--- src/common/csr_params.svh ---
/*
 * Sizes, CSR addresses and identity values for the CSR data block.
 * Counter width must stay between 33 and 64 bits for the high-half reads.
 */
`ifndef CSR_PARAMS_SVH
`define CSR_PARAMS_SVH

`define CSR_NUM_WARPS       4
`define CSR_NUM_THREADS     4
`define CSR_NUM_CORES       2
`define CSR_NUM_FPU_BLOCKS  2
`define CSR_CTR_BITS        44
`define CSR_FFLAGS_BITS     5
`define CSR_FRM_BITS        3
`define CSR_ADDR_BITS       12

`define CSR_VENDOR_ID       32'h0000_0101
`define CSR_ARCH_ID         32'h0000_0002
`define CSR_IMPL_ID         32'h0000_0003
// RV32 with I, M, A and F
`define CSR_MISA_VALUE      32'h4000_1121

// Floating-point CSRs
`define CSR_ADDR_FFLAGS     12'h001
`define CSR_ADDR_FRM        12'h002
`define CSR_ADDR_FCSR       12'h003

// Stubs, always read as zero
`define CSR_ADDR_SATP       12'h180
`define CSR_ADDR_MSTATUS    12'h300
`define CSR_ADDR_MEDELEG    12'h302
`define CSR_ADDR_MIDELEG    12'h303
`define CSR_ADDR_MIE        12'h304
`define CSR_ADDR_MTVEC      12'h305
`define CSR_ADDR_MEPC       12'h341
`define CSR_ADDR_PMPCFG0    12'h3A0
`define CSR_ADDR_PMPADDR0   12'h3B0
`define CSR_ADDR_MNSTATUS   12'h744

// Identity, status and counters
`define CSR_ADDR_MISA        12'h301
`define CSR_ADDR_MCYCLE      12'hB00
`define CSR_ADDR_MINSTRET    12'hB02
`define CSR_ADDR_MCYCLE_H    12'hB80
`define CSR_ADDR_MINSTRET_H  12'hB82
`define CSR_ADDR_WARP_ID     12'hCC1
`define CSR_ADDR_CORE_ID     12'hCC2
`define CSR_ADDR_WARP_MASK   12'hCC3
`define CSR_ADDR_THREAD_MASK 12'hCC4
`define CSR_ADDR_MVENDORID   12'hF11
`define CSR_ADDR_MARCHID     12'hF12
`define CSR_ADDR_MIMPID      12'hF13
`define CSR_ADDR_NUM_THREADS 12'hFC0
`define CSR_ADDR_NUM_WARPS   12'hFC1
`define CSR_ADDR_NUM_CORES   12'hFC2

`endif

--- src/common/csr_pkg.sv ---
/*
 * Shared types of the CSR data block, sized from csr_params.svh.
 */
`include "csr_params.svh"

package csr_pkg;

    typedef logic [`CSR_ADDR_BITS-1:0] csr_addr_t;
    typedef logic [$clog2(`CSR_NUM_WARPS)-1:0] warp_id_t;
    typedef logic [`CSR_FRM_BITS-1:0] frm_t;
    typedef logic [`CSR_CTR_BITS-1:0] counter_t;
    typedef logic [`CSR_NUM_THREADS-1:0] thread_mask_t;
    typedef logic [`CSR_NUM_WARPS-1:0] warp_mask_t;
    typedef logic [31:0] csr_word_t;

    // IEEE 754 accrued exceptions, invalid in the top bit
    typedef struct packed {
        logic nv;
        logic dz;
        logic of;
        logic uf;
        logic nx;
    } fflags_t;

    // Same layout as the fcsr CSR word
    typedef struct packed {
        frm_t    frm;
        fflags_t fflags;
    } fcsr_t;

endpackage

--- src/fcsr/fcsr_regfile.sv ---
/*
 * Per-warp floating-point control registers.
 * FPU flags accrue first; a CSR write to the same field in the same cycle wins.
 * Reads of fflags, frm and fcsr decode here and return the old value.
 */
`timescale 1ns/1ps
`include "csr_params.svh"

module fcsr_regfile (
    input  logic                                               clk,
    input  logic                                               reset,
    input  logic                                               write_enable,
    input  csr_pkg::warp_id_t                                  write_wid,
    input  csr_pkg::csr_addr_t                                 write_addr,
    input  csr_pkg::csr_word_t                                 write_data,
    input  logic [`CSR_NUM_FPU_BLOCKS-1:0]                     fpu_write_enable,
    input  csr_pkg::warp_id_t [`CSR_NUM_FPU_BLOCKS-1:0]        fpu_write_wid,
    input  csr_pkg::fflags_t [`CSR_NUM_FPU_BLOCKS-1:0]         fpu_write_fflags,
    input  csr_pkg::warp_id_t [`CSR_NUM_FPU_BLOCKS-1:0]        fpu_read_wid,
    output csr_pkg::frm_t [`CSR_NUM_FPU_BLOCKS-1:0]            fpu_read_frm,
    input  csr_pkg::warp_id_t                                  read_wid,
    input  csr_pkg::csr_addr_t                                 read_addr,
    output logic                                               rw_hit,
    output csr_pkg::csr_word_t                                 rw_data
);

    csr_pkg::fcsr_t [`CSR_NUM_WARPS-1:0] fcsr_q;
    csr_pkg::fcsr_t [`CSR_NUM_WARPS-1:0] fcsr_n;
    csr_pkg::fcsr_t                      rd_fcsr;

    always_comb begin
        fcsr_n = fcsr_q;
        // Two blocks naming one warp both accrue
        for (int i = 0; i < `CSR_NUM_FPU_BLOCKS; i++) begin
            if (fpu_write_enable[i]) begin
                fcsr_n[fpu_write_wid[i]].fflags = fcsr_n[fpu_write_wid[i]].fflags
                                                | fpu_write_fflags[i];
            end
        end
        if (write_enable) begin
            case (write_addr)
                `CSR_ADDR_FFLAGS: fcsr_n[write_wid].fflags = write_data[`CSR_FFLAGS_BITS-1:0];
                `CSR_ADDR_FRM:    fcsr_n[write_wid].frm = write_data[`CSR_FRM_BITS-1:0];
                `CSR_ADDR_FCSR:   fcsr_n[write_wid] = write_data[$bits(csr_pkg::fcsr_t)-1:0];
                default: ;
            endcase
        end
    end

    always_ff @(posedge clk) begin
        if (reset) begin
            fcsr_q <= '0;
        end else begin
            fcsr_q <= fcsr_n;
        end
    end

    for (genvar i = 0; i < `CSR_NUM_FPU_BLOCKS; i++) begin : g_frm_port
        assign fpu_read_frm[i] = fcsr_q[fpu_read_wid[i]].frm;
    end

    assign rd_fcsr = fcsr_q[read_wid];

    always_comb begin
        rw_hit  = 1'b1;
        rw_data = '0;
        case (read_addr)
            `CSR_ADDR_FFLAGS: rw_data = 32'(rd_fcsr.fflags);
            `CSR_ADDR_FRM:    rw_data = 32'(rd_fcsr.frm);
            `CSR_ADDR_FCSR:   rw_data = 32'(rd_fcsr);
            default:          rw_hit = 1'b0;
        endcase
    end

endmodule

--- src/hdl/csr_info_decode.sv ---
/*
 * Read-only identity, status and counter CSRs, plus the zero-reading stubs.
 * Purely combinational; ro_hit is low for any address not listed here.
 */
`timescale 1ns/1ps
`include "csr_params.svh"

module csr_info_decode #(
    parameter int core_id = 0
) (
    input  csr_pkg::warp_id_t                              read_wid,
    input  csr_pkg::csr_addr_t                             read_addr,
    input  csr_pkg::counter_t                              cycles,
    input  csr_pkg::counter_t                              instret,
    input  csr_pkg::warp_mask_t                            active_warps,
    input  csr_pkg::thread_mask_t [`CSR_NUM_WARPS-1:0]     thread_masks,
    output logic                                           ro_hit,
    output csr_pkg::csr_word_t                             ro_data
);

    always_comb begin
        ro_hit  = 1'b1;
        ro_data = '0;
        case (read_addr)
            // Identity
            `CSR_ADDR_MVENDORID:   ro_data = `CSR_VENDOR_ID;
            `CSR_ADDR_MARCHID:     ro_data = `CSR_ARCH_ID;
            `CSR_ADDR_MIMPID:      ro_data = `CSR_IMPL_ID;
            `CSR_ADDR_MISA:        ro_data = `CSR_MISA_VALUE;

            // Per-warp and per-core status
            `CSR_ADDR_WARP_ID:     ro_data = 32'(read_wid);
            `CSR_ADDR_CORE_ID:     ro_data = 32'(core_id);
            `CSR_ADDR_THREAD_MASK: ro_data = 32'(thread_masks[read_wid]);
            `CSR_ADDR_WARP_MASK:   ro_data = 32'(active_warps);
            `CSR_ADDR_NUM_THREADS: ro_data = 32'(`CSR_NUM_THREADS);
            `CSR_ADDR_NUM_WARPS:   ro_data = 32'(`CSR_NUM_WARPS);
            `CSR_ADDR_NUM_CORES:   ro_data = 32'(`CSR_NUM_CORES);

            // Counters split into low word and remaining high bits
            `CSR_ADDR_MCYCLE:      ro_data = cycles[31:0];
            `CSR_ADDR_MCYCLE_H:    ro_data = 32'(cycles[`CSR_CTR_BITS-1:32]);
            `CSR_ADDR_MINSTRET:    ro_data = instret[31:0];
            `CSR_ADDR_MINSTRET_H:  ro_data = 32'(instret[`CSR_CTR_BITS-1:32]);

            `CSR_ADDR_SATP,
            `CSR_ADDR_MSTATUS,
            `CSR_ADDR_MNSTATUS,
            `CSR_ADDR_MEDELEG,
            `CSR_ADDR_MIDELEG,
            `CSR_ADDR_MIE,
            `CSR_ADDR_MTVEC,
            `CSR_ADDR_MEPC,
            `CSR_ADDR_PMPCFG0,
            `CSR_ADDR_PMPADDR0:    ro_data = '0;

            default:               ro_hit = 1'b0;
        endcase
    end

endmodule

--- src/hdl/csr_read_merge.sv ---
/*
 * Registers the read response one cycle after the request strobe.
 * The two hit inputs come from disjoint address sets and are never both high.
 * Data and error hold their value between requests.
 */
`timescale 1ns/1ps

module csr_read_merge (
    input  logic               clk,
    input  logic               reset,
    input  logic               read_enable,
    input  logic               ro_hit,
    input  logic               rw_hit,
    input  csr_pkg::csr_word_t ro_data,
    input  csr_pkg::csr_word_t rw_data,
    output logic               read_resp_valid,
    output csr_pkg::csr_word_t read_data,
    output logic               read_error
);

    logic               any_hit;
    csr_pkg::csr_word_t hit_data;

    assign any_hit  = ro_hit || rw_hit;
    assign hit_data = rw_hit ? rw_data : (ro_hit ? ro_data : '0);

    always_ff @(posedge clk) begin
        if (reset) begin
            read_resp_valid <= 1'b0;
            read_error      <= 1'b0;
        end else begin
            read_resp_valid <= read_enable;
            if (read_enable) begin
                read_error <= !any_hit;
            end
        end
    end

    // Unmapped address captures zero
    always_ff @(posedge clk) begin
        if (read_enable) begin
            read_data <= hit_data;
        end
    end

endmodule

--- src/hdl/csr_data.sv ---
/*
 * CSR data block of one core. One read and one write accepted every cycle,
 * no back-pressure. Read response is registered, one cycle after the request.
 */
`timescale 1ns/1ps
`include "csr_params.svh"

module csr_data #(
    parameter int core_id = 0
) (
    input  logic                                           clk,
    input  logic                                           reset,
    input  logic                                           write_enable,
    input  csr_pkg::warp_id_t                              write_wid,
    input  csr_pkg::csr_addr_t                             write_addr,
    input  csr_pkg::csr_word_t                             write_data,
    input  logic [`CSR_NUM_FPU_BLOCKS-1:0]                 fpu_write_enable,
    input  csr_pkg::warp_id_t [`CSR_NUM_FPU_BLOCKS-1:0]    fpu_write_wid,
    input  csr_pkg::fflags_t [`CSR_NUM_FPU_BLOCKS-1:0]     fpu_write_fflags,
    input  csr_pkg::warp_id_t [`CSR_NUM_FPU_BLOCKS-1:0]    fpu_read_wid,
    output csr_pkg::frm_t [`CSR_NUM_FPU_BLOCKS-1:0]        fpu_read_frm,
    input  csr_pkg::counter_t                              cycles,
    input  csr_pkg::counter_t                              instret,
    input  csr_pkg::warp_mask_t                            active_warps,
    input  csr_pkg::thread_mask_t [`CSR_NUM_WARPS-1:0]     thread_masks,
    input  logic                                           read_enable,
    input  csr_pkg::warp_id_t                              read_wid,
    input  csr_pkg::csr_addr_t                             read_addr,
    output logic                                           read_resp_valid,
    output csr_pkg::csr_word_t                             read_data,
    output logic                                           read_error
);

    logic               rw_hit;
    logic               ro_hit;
    csr_pkg::csr_word_t rw_data;
    csr_pkg::csr_word_t ro_data;

    fcsr_regfile fcsr_regfile_inst (
        .clk              (clk),
        .reset            (reset),
        .write_enable     (write_enable),
        .write_wid        (write_wid),
        .write_addr       (write_addr),
        .write_data       (write_data),
        .fpu_write_enable (fpu_write_enable),
        .fpu_write_wid    (fpu_write_wid),
        .fpu_write_fflags (fpu_write_fflags),
        .fpu_read_wid     (fpu_read_wid),
        .fpu_read_frm     (fpu_read_frm),
        .read_wid         (read_wid),
        .read_addr        (read_addr),
        .rw_hit           (rw_hit),
        .rw_data          (rw_data)
    );

    csr_info_decode #(
        .core_id (core_id)
    ) csr_info_decode_inst (
        .read_wid     (read_wid),
        .read_addr    (read_addr),
        .cycles       (cycles),
        .instret      (instret),
        .active_warps (active_warps),
        .thread_masks (thread_masks),
        .ro_hit       (ro_hit),
        .ro_data      (ro_data)
    );

    csr_read_merge csr_read_merge_inst (
        .clk             (clk),
        .reset           (reset),
        .read_enable     (read_enable),
        .ro_hit          (ro_hit),
        .rw_hit          (rw_hit),
        .ro_data         (ro_data),
        .rw_data         (rw_data),
        .read_resp_valid (read_resp_valid),
        .read_data       (read_data),
        .read_error      (read_error)
    );

endmodule

--- config.mk ---
export PLATFORM = sky130hd
export DESIGN_NAME = csr_data
export DESIGN_NICKNAME = d
export VERILOG_FILES = /design/src/common/csr_pkg.sv /design/src/fcsr/fcsr_regfile.sv /design/src/hdl/csr_info_decode.sv /design/src/hdl/csr_read_merge.sv /design/src/hdl/csr_data.sv
export VERILOG_INCLUDE_DIRS = /design/src /design/src/common
export SDC_FILE = /design/constraint.sdc
export NUM_CORES = 1
export LEC_CHECK = 0
export BUFFER_PORTS_ARGS = -buffer_cell sky130_fd_sc_hd__buf_4
export CELL_PAD_IN_SITES_DETAIL_PLACEMENT = 1
export CELL_PAD_IN_SITES_GLOBAL_PLACEMENT = 1
export CORE_ASPECT_RATIO = 1.75
export CORE_UTILIZATION = 29
export DETAILED_ROUTE_END_ITERATION = 12
export PLACE_DENSITY = 0.88
export SYNTH_ARGS = -nofsm -noshare
export SYNTH_HDL_FRONTEND = slang
export SYNTH_SLANG_ARGS = --single-unit
export TNS_END_PERCENT = 20
--- constraint.sdc ---
create_clock -name clk -period 2.05 [get_ports clk]
set_clock_uncertainty 0.05 [all_clocks]
set_input_delay 0.205 -clock clk [delete_from_list [all_inputs] [get_ports clk]]
set_output_delay 0.205 -clock clk [all_outputs]
set_load 0.01 [all_outputs]
==> results of run 1 <==
[through the flow]
stage / util [%] / instance area, sq um
2_1_floorplan: - / 3920
3_3_place_gp: 44.8 / 5850
3_5_place_dp: 44.8 / 5850
4_1_cts: 47.3 / 6180
5_1_grt: 47.3 / 6180
6_report: 47.3 / 6180
[worst reg2reg max path, cell delays in order (launching register included)]
cell,delay (ns)
sky130_fd_sc_hd__dfxtp_1,0.34
sky130_fd_sc_hd__mux4_2,0.53
sky130_fd_sc_hd__a32o_1,0.27
sky130_fd_sc_hd__a2111o_1,0.37
[how the worst min path moves through the flow]
stage / depth (start not counted) / end / slack (ns)
after floorplan: 0 / csr_read_merge_inst.read_data[0] / 0.27
after global placement: 3 / csr_read_merge_inst.read_data[10] / 0.42
after detailed placement: 3 / csr_read_merge_inst.read_data[11] / 0.43
after CTS: 3 / csr_read_merge_inst.read_data[11] / 0.09
after global routing: 3 / csr_read_merge_inst.read_data[11] / 0.1
final: 3 / csr_read_merge_inst.read_data[11] / 0.10
[synthesized netlist by cell type (5+ instances only)]
cell / n / area share [%]
sky130_fd_sc_hd__o21ai_0: 13 / 1.7
sky130_fd_sc_hd__a211oi_1: 14 / 2.7
sky130_fd_sc_hd__clkbuf_1: 23 / 2.2
sky130_fd_sc_hd__a22o_1: 22 / 4.9
sky130_fd_sc_hd__nand2_1: 30 / 2.9
sky130_fd_sc_hd__mux2i_1: 11 / 2.8
sky130_fd_sc_hd__a222oi_1: 7 / 1.8
sky130_fd_sc_hd__a21oi_1: 8 / 1.0
sky130_fd_sc_hd__nand4_1: 7 / 1.1
sky130_fd_sc_hd__nor4b_1: 5 / 1.1
sky130_fd_sc_hd__and2_1: 6 / 0.96
sky130_fd_sc_hd__dfxtp_1: 34 / 17
sky130_fd_sc_hd__mux4_2: 18 / 10
sky130_fd_sc_hd__nor3_1: 11 / 1.4
sky130_fd_sc_hd__nor2_1: 44 / 4.2
sky130_fd_sc_hd__a22oi_1: 10 / 1.9
sky130_fd_sc_hd__nor2b_1: 5 / 0.80
sky130_fd_sc_hd__a221oi_1: 21 / 4.7
sky130_fd_sc_hd__edfxtp_1: 32 / 24
sky130_fd_sc_hd__nand3_1: 8 / 1.0
[final cells by class]
class,instances,area (sq um)
sequential,66,1640
clock buffer,9,225
clock inverter,7,98.8
inverter,3,11.3
timing repair buffer,239,1810
fill,1505,6900
tap,171,214
multi-input combinational,284,2180
[cells by family after synthesis]
logic type / share of synthesized area [%]
muxes: 14.3
DFF: 41.8
AOI/OAI and AO/OA: 22.4
buffers and inverters: 3.16
and+or+nand+nor: 18.1
xor gates and xnor gates: 0.223
[state kept, by name (all words and copies together), names as in the netlist]
name / flops
csr_read_merge_inst.read_data: 32
fcsr_regfile_inst.fcsr_q: 32
csr_read_merge_inst.read_error: 1
csr_read_merge_inst.read_resp_valid: 1
[report_power, final]
part | total [uW] | internal, uW | switching [uW]
Combinational | 629 | 356 | 272
Clock | 1680 | 1070 | 601
Sequential | 1460 | 1440 | 24.9
[per-layer routing]
layer  up-vias  GRT usage [%]  wire (um)
met5         -              0          0
met4         0           9.52        417
met3        28           3.85        876
met2       207           48.0       9590
met1      2111           22.1       5500
li1       1992              -          -
==> results list, run 1 <==
- Worst slack, placed: -0.142 ns
- Worst path top cell family by delay: simple AND/OR/NAND/NOR gates
- WP buf/inv: 1
- Counting buffers and inverters, the worst setup path is 7 cells deep.
- Critical-path cell with the highest stage delay: sky130_fd_sc_hd__or4_4
* Setup-failing EPs final: 0
- The worst hold path begins at instret[11].
- # placed instances: 763
- TritonCTS built the clock tree.
- The most numerous cell type found on the critical path is sky130_fd_sc_hd__or4_4.
* Capture point of the worst path: csr_read_merge_inst.read_data[1]
- In the post-route analysis, the smallest setup slack over all paths is 0.182 ns.
* Cell area after synthesis: 3920 sq um
* Crit-path cells: buf_4 > or4_4 > or4_4 > nor3_4 > nand3_1 > o21ai_0 > a2111o_1
- For the pin with the worst max-slew slack, the measured transition is 0.656 ns.
- Gp weighted congestion: 0.910
- Power spread over the standard cell area amounts to 609 nW/um^2.
* Worst max-slew margin expressed relative to the limit: 55.7%
- Layout Cells excl Fill: 779
- The most critical setup path has its startpoint at read_addr[6].
* CTS hold repair buffers: 0
* PnR Total Power: 3770 uW
* Number of antenna violations at the first check in global routing: 0
* Worst setup path class: input pin to register
- Root buf cell: sky130_fd_sc_hd__clkbuf_16
- During synthesis, Yosys emitted a total of 0 warnings.
- Post-DP HPWL: 13500 um
- Netlist cell types: 46
* Leading cell types in the layout, fill and taps excluded: sky130_fd_sc_hd__buf_4 (238), sky130_fd_sc_hd__nor2_1 (44), sky130_fd_sc_hd__dfxtp_1 (34)
- Summed over all cells, the static leakage comes to 0.00258 uW.
- In this run the count of I/O pins placed on the die edge is 232.
- Entering global routing, the biggest net connects 35 pins.
- 0 antenna diodes ended up in the layout.
- Number of buffers inserted during clock tree synthesis: 9
- Number of global-route vias before repair: 4752
* DR vias: 4338
- Mean instance size in the synthesized netlist: 10.4 sq um
* Clock tree buffer depth: 2
- The number of endpoints with negative hold slack in the final report was 0.
- Final Cycle Share: 91.1%
* CTS Sinks: 66
- Total wirelength of the detailed-routed design: 16400 um
- Synthesis-stage register bit count: 66
- Largest vdd supply drop: 0.402 mV
- The worst setup path is launched from an input pin.
- Width of the chip: 89.9 um
- After detailed routing, the number of remaining DRC violations is 0.
* Ratio of cells with drive above 1 in the final layout: 46.9%
- Number of H-tree levels: 3
* Reg-to-reg slack, setup: 0.24 ns
* Quantity of gates resized following cts: 0
- Data on the critical path arrives at its endpoint at 2.01 ns.
- For the final routed database, the setup TNS stands at 0 ns.
- In this run the standard cell core region covers 13100 sq um.
* Count of antenna-violating nets left after detailed routing: 0
- Most common cell after layout, fill and taps aside: sky130_fd_sc_hd__buf_4
- Highest fanout seen on the critical path: 6
- Overall Global Routing Usage: 23.2%
- Number of nets in the layout: 795
- In this run, synthesis inferred 32 flip-flops with an integrated enable.
- Ratio of routed vias to standard cells: 5.57
- Cell row count: 55
- Fmax achieved: 535 MHz
- After synthesis, flip-flops and latches occupy 41.8% of the total area.
- The final max-slew violation count came to 0.
* Worst hold margin: 0.105 ns
- Delay of the slowest cell on the worst path: 0.54 ns
* First-iteration detailed-routing DRC count: 186
* Remaining global-route overflow: 0
- Of all flip-flops after synthesis, the portion carrying an async set or reset was 0%.
- Counting every instance in the synthesized netlist gives 379.
- Post-CTS timing repair inserted 0 buffers for setup.
- Clock-pin slew was measured on the worst setup and hold paths at 0.06 ns.
* Initial Util: 30.0%
- The run finished with clean final reports.
- The endpoint identified for the worst register-to-register timing path is csr_read_merge_inst.read_data[1].
- Required time at the endpoint of the critical path: 2.19 ns
- Dividing the detail-routed wire length by the instance count gives 21.0 um.
- The tightest min-delay check is of the input pin to register type.
- Input/output buffers: 207
- Final critical delay including setup and external delays: 1.87 ns
- Post-synthesis net count: 571
- Measured in cells, the most critical reg-to-reg path has a length of 3.
* Dominant synthesized flop cell: sky130_fd_sc_hd__dfxtp_1
- For the worst-skew pair, the clock arrives at the later sink with an insertion delay of 0.33 ns.
- The die covers 14000 sq um.
- Max-cap viol count: 0
- RSZ-0062 raised after global routing: no
* Worst flop-to-flop path startpoint: fcsr_regfile_inst.fcsr_q[30]
* Total iterations of the first detailed-routing run: 5
- From synthesis to final layout, the design area changed by 57.5%.
* Critical Path Sink Type: register
* Die Ht: 156 um
- First-pass GRT wire length: 25100 um
Note: power is estimated with default switching activity, not from simulation.
==> run 2: changes to the inputs <==
Settings changed: CORE_UTILIZATION 29 to 34, PLACE_DENSITY 0.88 to 0.95.
Clock period 2.05 ns to 2.2 ns, I/O delays scaled along.
==> results list, run 2 (synthesis results as in run 1) <==
- The number of max-cap violations came to 0 (unchanged).
* Clock tree from TritonCTS: done
- Critical Path Sink Type: register
* Largest vdd supply drop: 0.398 mV (-0.81%)
* Power Density: 569 nW/um^2 (-6.6%)
* Total count of hold-check failures in the final report: 0 (unchanged)
- The number of port buffers is 207 (unchanged).
- The path class of the tightest hold or removal check is input pin to register.
- Gp weighted congestion: 0.933 (+2.5%)
- DR WL/cell: 23.1 um (+9.8%)
* Post-detailed-route DRC marker count: 0 (unchanged)
* Leakage power summed over all cells: 0.00251 uW (-2.8%)
- The number of search-and-repair iterations in the first detailed-routing pass is 6 (+1).
* Largest regs: csr_read_merge_inst.read_data: 32 flops, fcsr_regfile_inst.fcsr_q: 32 flops
- The worst-case hold slack was 0.102 ns (-0.00287 ns).
- Number of H-tree levels: 3 (unchanged)
- The final wirelength was 16800 um (+2.7%).
- Destination of the worst register-to-register timing path: csr_read_merge_inst.read_data[1]
* Startpoint kind of the worst setup timing path: input pin
* Number of nets in the layout: 782 (-1.6%)
* Count of antenna-violating nets left after detailed routing: 0 (unchanged)
- Number of global-route vias before repair: 4884 (+2.8%)
- CTS hold repair buffers: 0 (unchanged)
- Capture point of the worst path: csr_read_merge_inst.read_data[1]
* Clock tree buffer depth: 2 (unchanged)
* Cell row count: 51 (-7.3%)
* Final critical delay including setup and external delays: 1.88 ns
- The detailed-route vias per instance is 6.10 (+9.5%).
* Width of the chip: 83.2 um (-7.5%)
* Worst slew pin tran: 0.549 ns (-0.107 ns)
* Worst flop-to-flop path startpoint: fcsr_regfile_inst.fcsr_q[6]
* Leading cell types in the layout, fill and taps excluded: sky130_fd_sc_hd__buf_4 (224), sky130_fd_sc_hd__nor2_1 (44), sky130_fd_sc_hd__dfxtp_1 (34)
- Most common cell after layout, fill and taps aside: sky130_fd_sc_hd__buf_4
- RSZ-0062 raised after global routing: no
* CTS Sinks: 66 (unchanged)
* Growth of design area from synthesis to finish: 53.4%
* Total area of multi-input combinational cells: 2180 sq um (-0.23%)
* Quantity of gates resized following cts: 0 (unchanged)
* First-pass GRT wire length: 26100 um (+3.7%)
- Ratio of cells with drive above 1 in the final layout: 45.5% (-1.3 points)
* Final Cycle Share: 85.6%
* Fill count: 1263 (-16%)
- The final global-route overflow total came to 0 (unchanged).
* Number of buffers inserted during clock tree synthesis: 9 (unchanged)
- Worst setup path class: input pin to register
- Number of max-slew violations in the final report: 0 (unchanged)
* Setup-failing EPs final: 0 (unchanged)
- The number of DRC markers after the initial detailed-route iteration came to 272 (+46%).
- Root buf cell: sky130_fd_sc_hd__clkbuf_16
- The setup TNS after final layout was 0 ns (unchanged).
- Reg-to-reg slack, setup: 0.40 ns (+0.16 ns)
* Standard cell core area: 11200 sq um (-15%)
- Timing would allow up to 531 MHz.
- The critical path starts at read_addr[6].
- Run status: completed
* Die Ht: 144 um (-7.5%)
- Highest fanout seen on the critical path: 6 (unchanged)
* Number of antenna violations at the first check in global routing: 1 (+1)
- The worst-case headroom to the max-slew limit is 63.3% (+7.6 points).
* DR vias: 4439 (+2.3%)
- The boundary pin count came to 232 (unchanged).
* Worst Reg2Reg Path Length in Cells: 3 (unchanged)
- The initial cell density of the core was 35.1% (+5.1 points).
- Clk_lat worst skew: 0.34 ns (about the same)
- The pin count of the biggest net entering global routing was 35 (unchanged).
- Required time at the endpoint of the critical path: 2.36 ns (+0.17 ns)
- The floorplan die area was 12000 sq um (-14%).
* PnR Total Power: 3430 uW (-9.0%)
* Sequential cell area: 1640 sq um (unchanged)
- The clock-pin slew of the registers on the worst-case setup and hold paths came to 0.06 ns (about the same).
- Overall Global Routing Usage: 28.4% (+5.2 points)
- The number of setup buffers added after CTS was 0 (unchanged).
* Post-DP HPWL: 13200 um (-1.8%)
- Data arrival time at the worst-slack endpoint: 2.04 ns (+0.03 ns)
[run 2: how the worst min path moves through the flow]
stage / start / to / slack (ns) / cells after the start
2_1_floorplan: read_enable / csr_read_merge_inst.read_data[0] / 0.28 / 0
3_3_place_gp: instret[11] / csr_read_merge_inst.read_data[11] / 0.43 / 3
3_5_place_dp: cycles[32] / csr_read_merge_inst.read_data[0] / 0.45 / 3
4_1_cts: cycles[32] / csr_read_merge_inst.read_data[0] / 0.10 / 3
5_1_grt: instret[11] / csr_read_merge_inst.read_data[11] / 0.11 / 3
6_report: cycles[32] / csr_read_merge_inst.read_data[0] / 0.10 / 3
[run 2: cell type report]
cell class / count / share of cell area, %
Antenna cell: 1 / 0.0416
Clock buffer: 9 / 3.74
Clock inverter: 7 / 1.27
Inverter: 3 / 0.187
Multi-Input combinational cell: 284 / 36.1
Sequential cell: 66 / 27.3
Tap cell: 132 / 2.74
Timing Repair Buffer: 226 / 28.6
[run 2: per-stage QoR]
stage               util [%]  cells  instance area [sq um]  worst slack (ns)
CTS                     53.9    727                   6020             0.317
global route            53.9    728                   6020             0.254
finish                  53.9    728                   6020             0.317
global placement        51.2    711                   5720            0.0207
floorplan                  -    379                   3920            0.0712
detailed placement      51.2    711                   5720            0.0223
[run 2: critical path: stages]
cell and delay (ns):
sky130_fd_sc_hd__buf_4 0.11, sky130_fd_sc_hd__or4_4 0.54, sky130_fd_sc_hd__or4_4 0.55, sky130_fd_sc_hd__nor3_4 0.27
sky130_fd_sc_hd__nand3_1 0.13, sky130_fd_sc_hd__o21ai_0 0.10, sky130_fd_sc_hd__a2111o_1 0.12
[run 2: layer usage]
layer  routed length, um  vias up  track usage, %
li1                    -     1974               -
met1                5550     2178            26.6
met2                9470      236            56.2
met3                1020       51            6.11
met4                 783        0            15.7
met5                   0        -               0
[run 2: power by group]
group | leakage, uW | total, uW | switching, uW | internal, uW
combinational | 0.00178 | 591 | 262 | 329
sequential | 0.000585 | 1360 | 25.5 | 1340
clock | 0.000142 | 1470 | 585 | 884
total | 0.00251 | 3430 | 873 | 2550
